## src/mopArithPkg.sv

```systemverilog
package mopArithPkg;

	// compressor array
	// 1 = full-adder tree per slice, 0 = linear chain
	localparam int compressSpeed = 1;

	// final carry-propagate adder
	// 2 = Sklansky, 1 = Brent-Kung, 0 = ripple
	localparam int adderSpeed = 2;

endpackage

```

## src/mopFormatPkg.sv

```systemverilog
package mopFormatPkg;

	// item format seen at the unit boundary
	localparam int opWidth = 8;  // bits per operand
	localparam int opCount = 6;  // operands per item, compressor needs 4 or more

	// three guard bits cover six operands in either signedness
	localparam int sumWidth = opWidth + 3;

	localparam int tagWidth = 4;  // item tag, travels with the sum

	// sign bit of an operand
	localparam int opMsb = opWidth - 1;

	// extension bits added in front of each operand
	localparam int extBits = sumWidth - opWidth;

endpackage

```

## src/mopStageIf.sv

```systemverilog
`timescale 1ns/100ps

interface mopStageIf;
	import mopFormatPkg::*;

	logic                valid;     // one strobe per item
	logic [tagWidth-1:0] tag;
	logic [sumWidth-1:0] sumVec;    // carry-save sum part
	logic [sumWidth-1:0] carryVec;  // carry-save carry part, already shifted

	// compress side
	modport producer (
		output valid, tag, sumVec, carryVec
	);

	// final adder side
	modport consumer (
		input valid, tag, sumVec, carryVec
	);

endinterface

```

## src/Add.sv

```systemverilog
`timescale 1ns/100ps

module PrefixAndOr #(
	parameter int width = 8,  // word width
	parameter int speed = 0   // 0 serial, 1 Brent-Kung, 2 Sklansky
) (
	input  logic [width-1:0] GI,  // generate in
	input  logic [width-1:0] PI,  // propagate in
	output logic [width-1:0] GO,  // prefix generate out
	output logic [width-1:0] PO   // prefix propagate out
);

	localparam int m = $clog2(width);  // levels of a log-depth tree

	if (speed == 2) begin : fastPrefix
		logic [m:0][width-1:0] gT, pT;  // one row per level
		assign gT[0] = GI;
		assign pT[0] = PI;
		for (genvar l = 1; l <= m; l++) begin : levels
			for (genvar j = 0; j < width; j++) begin : bits
				// last bit of the lower half of this bit's block
				localparam int src = (j / 2**l) * 2**l + 2**(l-1) - 1;
				if ((j / 2**(l-1)) % 2 == 1) begin : black
					assign gT[l][j] = gT[l-1][j] | (pT[l-1][j] & gT[l-1][src]);
					assign pT[l][j] = pT[l-1][j] & pT[l-1][src];
				end else begin : white  // lower half just passes through
					assign gT[l][j] = gT[l-1][j];
					assign pT[l][j] = pT[l-1][j];
				end
			end
		end
		assign GO = gT[m];
		assign PO = pT[m];
	end else if (speed == 1) begin : mediumPrefix
		// m levels up the tree, m-1 levels back down
		logic [2*m-1:0][width-1:0] gT, pT;
		assign gT[0] = GI;
		assign pT[0] = PI;
		for (genvar l = 1; l < 2*m; l++) begin : levels
			localparam bit up = (l <= m);
			localparam int d = up ? l : 2*m - l;  // span exponent of this level
			for (genvar j = 0; j < width; j++) begin : bits
				localparam bit upNode = up && ((j+1) % 2**d == 0);
				localparam bit downNode = !up && ((j+1) % 2**d == 2**(d-1)) && (j+1 > 2**d);
				if (upNode || downNode) begin : black
					assign gT[l][j] = gT[l-1][j] | (pT[l-1][j] & gT[l-1][j - 2**(d-1)]);
					assign pT[l][j] = pT[l-1][j] & pT[l-1][j - 2**(d-1)];
				end else begin : white
					assign gT[l][j] = gT[l-1][j];
					assign pT[l][j] = pT[l-1][j];
				end
			end
		end
		assign GO = gT[2*m-1];
		assign PO = pT[2*m-1];
	end else begin : slowPrefix
		logic [width-1:0] gT, pT;  // serial chain, one node per bit
		assign gT[0] = GI[0];
		assign pT[0] = PI[0];
		for (genvar i = 1; i < width; i++) begin : bits
			assign gT[i] = GI[i] | (PI[i] & gT[i-1]);
			assign pT[i] = PI[i] & pT[i-1];
		end
		assign GO = gT;
		assign PO = pT;
	end

endmodule

module Add #(
	parameter int width = 8,  // word width
	parameter int speed = 0   // 0 ripple, else prefix structure
) (
	input  logic [width-1:0] A,
	input  logic [width-1:0] B,
	output logic [width-1:0] S   // sum modulo 2**width
);

	if (speed == 0) begin : slowAdd
		assign S = A + B;  // tool picks the ripple form
	end else begin : prefixAdd
		logic [width-1:0] gI, pI;  // bitwise generate / propagate
		logic [width-1:0] gO;      // carry out of each bit position
		logic [width-1:0] hS;      // half sum

		assign gI = A & B;
		assign pI = A | B;  // or-propagate is enough for carries
		assign hS = A ^ B;

		PrefixAndOr #(
			.width(width),
			.speed(speed)
		) prefix (
			.GI(gI),
			.PI(pI),
			.GO(gO),
			.PO()  // group propagate not needed without carry-in
		);

		// carry into bit i is the prefix generate of bit i-1
		assign S = hS ^ {gO[width-2:0], 1'b0};
	end

endmodule

```

## src/AddMopCsv.sv

```systemverilog
`timescale 1ns/100ps

module Cpr #(
	parameter int depth = 4,  // input bits of this weight
	parameter int speed = 0   // 0 linear chain, else tree
) (
	input  logic [depth-1:0] A,   // operand bits, same weight
	input  logic [depth-4:0] CI,  // carries from the slice below
	output logic             S,   // sum bit
	output logic             C,   // carry to next weight
	output logic [depth-4:0] CO   // carries to the slice above
);

	logic [depth-3:0] cT;  // carry of every full-adder cell

	function automatic logic maj(input logic a, input logic b, input logic c);
		return (a & b) | (a & c) | (b & c);
	endfunction

	if (speed == 0) begin : slowCpr
		logic [depth-3:0] sT;  // running sum down the chain

		// first cell takes three operand bits
		assign sT[0] = A[0] ^ A[1] ^ A[2];
		assign cT[0] = maj(A[0], A[1], A[2]);
		for (genvar i = 1; i < depth-2; i++) begin : linear
			// one new operand, one incoming carry, previous sum
			assign sT[i] = A[i+2] ^ CI[i-1] ^ sT[i-1];
			assign cT[i] = maj(A[i+2], CI[i-1], sT[i-1]);
		end
		assign S = sT[depth-3];
	end else begin : fastCpr
		// queue of bits still to be added, cells eat three at a time
		logic [3*depth-6:0] F;

		assign F[depth-1:0] = A;
		for (genvar i = 0; i < depth-2; i++) begin : tree
			assign F[depth+2*i] = F[3*i] ^ F[3*i+1] ^ F[3*i+2];  // sum back on the queue
			assign cT[i] = maj(F[3*i], F[3*i+1], F[3*i+2]);
			if (i < depth-3) begin : feed
				assign F[depth+2*i+1] = CI[i];  // carry from below joins queue
			end
		end
		assign S = F[3*depth-6];  // last cell's sum
	end

	assign CO = cT[depth-4:0];
	assign C  = cT[depth-3];  // last cell goes out as the carry vector bit

endmodule

module AddMopCsv #(
	parameter int width = 8,  // word width
	parameter int depth = 4,  // operand count
	parameter int speed = 0   // compressor structure
) (
	input  logic [depth*width-1:0] A,  // operand k at bits k*width
	output logic [width-1:0]       S,  // sum vector
	output logic [width-1:0]       C   // carry vector, weight already shifted
);

	logic [depth*width-1:0]         aT;     // bits grouped by weight
	logic [(depth-3)*(width+1)-1:0] chain;  // carries between slices
	logic [width-1:0]               cT;     // carry per slice, unshifted

	always_comb begin : regroup
		for (int k = 0; k < depth; k++) begin
			for (int i = 0; i < width; i++) begin
				aT[i*depth+k] = A[k*width+i];
			end
		end
	end

	assign chain[depth-4:0] = '0;  // lsb slice sees no carries

	for (genvar i = 0; i < width; i++) begin : bits
		Cpr #(
			.depth(depth),
			.speed(speed)
		) slice (
			.A (aT[i*depth +: depth]),
			.CI(chain[i*(depth-3) +: depth-3]),
			.S (S[i]),
			.C (cT[i]),
			.CO(chain[(i+1)*(depth-3) +: depth-3])  // top chunk falls off, mod 2**width
		);
	end

	assign C = {cT[width-2:0], 1'b0};

endmodule

```

## src/MopCompressStage.sv

```systemverilog
`timescale 1ns/100ps

module MopCompressStage (
	input  logic                                              clk,
	input  logic                                              arstN,
	input  logic                                              inValid,
	input  logic                                              inSigned,  // sign-extend when set
	input  logic [mopFormatPkg::tagWidth-1:0]                 inTag,
	input  logic [mopFormatPkg::opCount*mopFormatPkg::opWidth-1:0] inOperands,
	mopStageIf.producer                                       stage
);
	import mopFormatPkg::*;
	import mopArithPkg::*;

	logic [opCount*sumWidth-1:0] extOps;    // operands at full sum width
	logic [sumWidth-1:0]         sumC;      // compressor outputs
	logic [sumWidth-1:0]         carryC;

	for (genvar k = 0; k < opCount; k++) begin : extend
		logic [opWidth-1:0] op;
		logic               fill;  // value of the new top bits
		assign op   = inOperands[k*opWidth +: opWidth];
		assign fill = inSigned & op[opMsb];
		assign extOps[k*sumWidth +: sumWidth] = {{extBits{fill}}, op};
	end

	AddMopCsv #(
		.width(sumWidth),
		.depth(opCount),
		.speed(compressSpeed)
	) compress (
		.A(extOps),
		.S(sumC),
		.C(carryC)
	);

	always_ff @(posedge clk or negedge arstN) begin
		if (!arstN) stage.valid <= 1'b0;
		else        stage.valid <= inValid;
	end

	// payload only moves with a valid item
	always_ff @(posedge clk) begin
		if (inValid) begin
			stage.tag      <= inTag;
			stage.sumVec   <= sumC;
			stage.carryVec <= carryC;
		end
	end

endmodule

```

## src/MopFinalStage.sv

```systemverilog
`timescale 1ns/100ps

module MopFinalStage (
	input  logic                              clk,
	input  logic                              arstN,
	mopStageIf.consumer                       stage,
	output logic                              outValid,
	output logic [mopFormatPkg::tagWidth-1:0] outTag,
	output logic [mopFormatPkg::sumWidth-1:0] outSum
);
	import mopFormatPkg::*;
	import mopArithPkg::*;

	logic [sumWidth-1:0] sum;  // carry-propagate result, combinational

	Add #(
		.width(sumWidth),
		.speed(adderSpeed)
	) finalAdd (
		.A(stage.sumVec),
		.B(stage.carryVec),
		.S(sum)
	);

	always_ff @(posedge clk or negedge arstN) begin
		if (!arstN) outValid <= 1'b0;
		else        outValid <= stage.valid;
	end

	always_ff @(posedge clk) begin
		if (stage.valid) begin  // hold last result when idle
			outSum <= sum;
			outTag <= stage.tag;
		end
	end

endmodule

```

## src/MopSumUnit.sv

```systemverilog
`timescale 1ns/100ps

module MopSumUnit (
	input  logic                                                   clk,
	input  logic                                                   arstN,
	input  logic                                                   inValid,
	input  logic                                                   inSigned,
	input  logic [mopFormatPkg::tagWidth-1:0]                      inTag,
	input  logic [mopFormatPkg::opCount*mopFormatPkg::opWidth-1:0] inOperands,
	output logic                                                   outValid,
	output logic [mopFormatPkg::tagWidth-1:0]                      outTag,
	output logic [mopFormatPkg::sumWidth-1:0]                      outSum
);

	// carry-save item between the two pipeline registers
	mopStageIf stageIf ();

	// stage 1, extend and compress, register at edge n
	MopCompressStage compressStage (
		.clk       (clk),
		.arstN     (arstN),
		.inValid   (inValid),
		.inSigned  (inSigned),
		.inTag     (inTag),
		.inOperands(inOperands),
		.stage     (stageIf.producer)
	);

	// stage 2, prefix add, register at edge n+1
	MopFinalStage finalStage (
		.clk     (clk),
		.arstN   (arstN),
		.stage   (stageIf.consumer),
		.outValid(outValid),
		.outTag  (outTag),
		.outSum  (outSum)
	);

endmodule

```

## config.mk

```make
export PLATFORM = sky130hd
export DESIGN_NAME = MopSumUnit
export DESIGN_NICKNAME = d
export VERILOG_FILES = /design/src/mopArithPkg.sv /design/src/mopFormatPkg.sv /design/src/mopStageIf.sv /design/src/Add.sv /design/src/AddMopCsv.sv /design/src/MopCompressStage.sv /design/src/MopFinalStage.sv /design/src/MopSumUnit.sv
export SDC_FILE = /design/constraint.sdc
export NUM_CORES = 1
export LEC_CHECK = 0
export ABC_AREA = 1
export BUFFER_PORTS_ARGS = -buffer_cell sky130_fd_sc_hd__buf_2
export CAP_MARGIN = 20
export CORE_MARGIN = 10
export CORE_UTILIZATION = 35
export CTS_BUF_LIST = sky130_fd_sc_hd__clkbuf_16
export DETAILED_ROUTE_END_ITERATION = 16
export PLACE_DENSITY = 0.63
export SYNTH_ARGS = -nofsm -noshare
export SYNTH_HDL_FRONTEND = slang
export SYNTH_HIERARCHICAL = 1
export SYNTH_SLANG_ARGS = --single-unit
export TNS_END_PERCENT = 10
```

## constraint.sdc

```tcl
create_clock -name clk -period 2.7 [get_ports clk]
set_input_delay 0.81 -clock clk [delete_from_list [all_inputs] [get_ports clk]]
set_output_delay 0.81 -clock clk [all_outputs]
set_load 0.01 [all_outputs]
```

==> run metrics <==
unrepaired setup endpoints after global routing=yes; initial antenna violation count=0; Synth Cell Area=3480 sq um; Worst setup SP type=primary input; first-pass GRT wire length=9.42 mm; GRT overflow=0; Final min period=2750 ps; # IOs=72; leakage=2.38 nW; Initial Util=0.358; syn_area_per_cell=9.67 sq um; Finished Cell Area=4140 sq um; Die ar.=14300 sq um; # Max-Cap Violations=0; status=finished with violations; Num CTS Buffers=5; clk buf depth=2; die height=120 microns; Final Slew Violations=0; synthesized netlist cell count=360; Slew headroom=0.596; dpl cell area=3940 sq um; Inserted Diodes=0; Worst Hold Class=in -> async; CP Data Required Time=2740 ps; setup_tns=-50.1 ps; vias in the first global route=2295; Pwr Density=690 nW/um^2; Core Util, Final=0.426; Fill cells=1006; clock-pin slew on the worst setup and hold paths=60 ps; DPL Wire Length=4.56 mm; IO Port Bufs=71; failing checks=setup timing; Root Buffer=clkbuf_16; Fin. Hold Viols=0; synthesis-to-layout area growth=18.9%; Ys Warns=6; clock sink count=43; skew final=3.42 ps; Final ANT Viol Nets=0; Post-CTS Hold Buffers=0; Skew-Pair Late Insertion Delay=280 ps; CTS tree=yes; wire length on met2=2.76 mm; DRT iter0 DRCs=39; Vias=2116; routed wire length=5.29 mm; multi-input gate area in the final layout=1480 sq um; Routed met1 length=2.12 mm; Final Non-Filler Cells=567; peak supply drop=0.271 mV; # setup viols final=1; layout cells sized above 1=0.253; nets=554; fmax=364 MHz; final worst slack=-50.1 ps; row count=36; WS Path Type=in -> reg; DR top layer=met4; # DRC=0; Final Cycle Share=1.02; Die Span X=120 microns; Cells after DPL=557; Least-Margin Pin Slew=606 ps; drt first pass iters=4; worst-path maximum fanout=3; pin count of the biggest net entering global routing=28; wire length per cell=9.32 microns; routed wl met3=337 microns; # H-tree levels=2; GRT Util Overall=0.0785; crit path capture type=register; Via density=3.73; placeable core area=9730 sq um; flip-flop and latch area=1280 sq um; crit path DAT=2790 ps; GPL Wtd Cong=0.709
[placed cells by master, fill, tap and decap left out]
master      count
buf_4           3
fa_1           44
inv_2          15
clkbuf_16       5
a21oi_2         2
a21oi_1         1
nand2_2         6
nor2_4          1
nand2_1        46
ha_1           21
buf_6           3
conb_1          4
inv_1         158
nand3_1         2
inv_4           1
a21o_1          3
buf_2          68
dfrtp_1         2
clkinv_1        2
edfxtp_1       41
nand2_4         4
buf_12          1
clkinvlp_4      1
[what timing repair did]
item / CTS / global route
setup buffers: 0 / 2
setup endpoints to repair: 2 / 3
resized for setup: 1 / 22
pin swaps: 0 / 6
[registers in the layout (all words and copies together), names as in the netlist]
register and count:
finalStage/outValid 1, finalStage/outSum 11, compressStage/stage.sumVec 11, compressStage/stage.valid 1, compressStage/stage.carryVec 11, compressStage/stage.tag 4
finalStage/outTag 4
[per-layer routing]
layer,up-vias,GRT usage
met4,0,0.0226
met2,50,0.145
met5,-,0
met1,966,0.0816
met3,7,0.0277
li1,1093,-
[final cells by class]
class	instances	share of cell area
multi-input combinational	134	0.358
sequential	43	0.309
inverter	174	0.158
timing repair buffer	75	0.101
tap	133	0.0402
clock buffer	5	0.0302
clock inverter	3	0.00363
[final timing paths]
kind                                                  endpoint  depth (start not counted)  slack, ps                           from
worst max-delay path            compressStage/stage.sumVec[10]                         11        -50                  inOperands[7]
worst min-delay path                 compressStage/stage.valid                          1        310                          arstN
worst max register to register            finalStage/outSum[9]                         14       1150  compressStage/stage.sumVec[1]
worst min register to register            finalStage/outTag[0]                          0        420     compressStage/stage.tag[0]
max in group asynchronous                  finalStage/outValid                          1       2300                          arstN
min in group clk                          finalStage/outTag[0]                          0        420     compressStage/stage.tag[0]
[report_power, final]
| group | leakage, nW | switching [mW] | internal (mW) |
|---|---|---|---|
| combinational | 1.89 | 0.707 | 0.494 |
| sequential | 0.424 | 0.0744 | 1.02 |
| clock | 0.0649 | 0.229 | 0.336 |
| total | 2.38 | 1.01 | 1.84 |
[metrics by stage]
| step | hold slack, ps | total power, mW | setup WS [ps] |
|---|---|---|---|
| after floorplan | 400 | 2.05 | -82.5 |
| after global placement | 404 | 2.27 | -255 |
| after detailed placement | 407 | 2.32 | -310 |
| after CTS | 298 | 2.89 | 6.18 |
| after global routing | 295 | 3.18 | -93.2 |
| final | 308 | 2.86 | -50.1 |
[worst max-delay path, stage by stage]
cell     delay (ps)
buf_2           100
nand2_2          60
inv_2            80
buf_6           100
inv_2            30
fa_1            530
inv_1            50
fa_1            480
inv_1            50
fa_1            470
inv_1            30
Note: power is estimated with default switching activity, not from simulation.
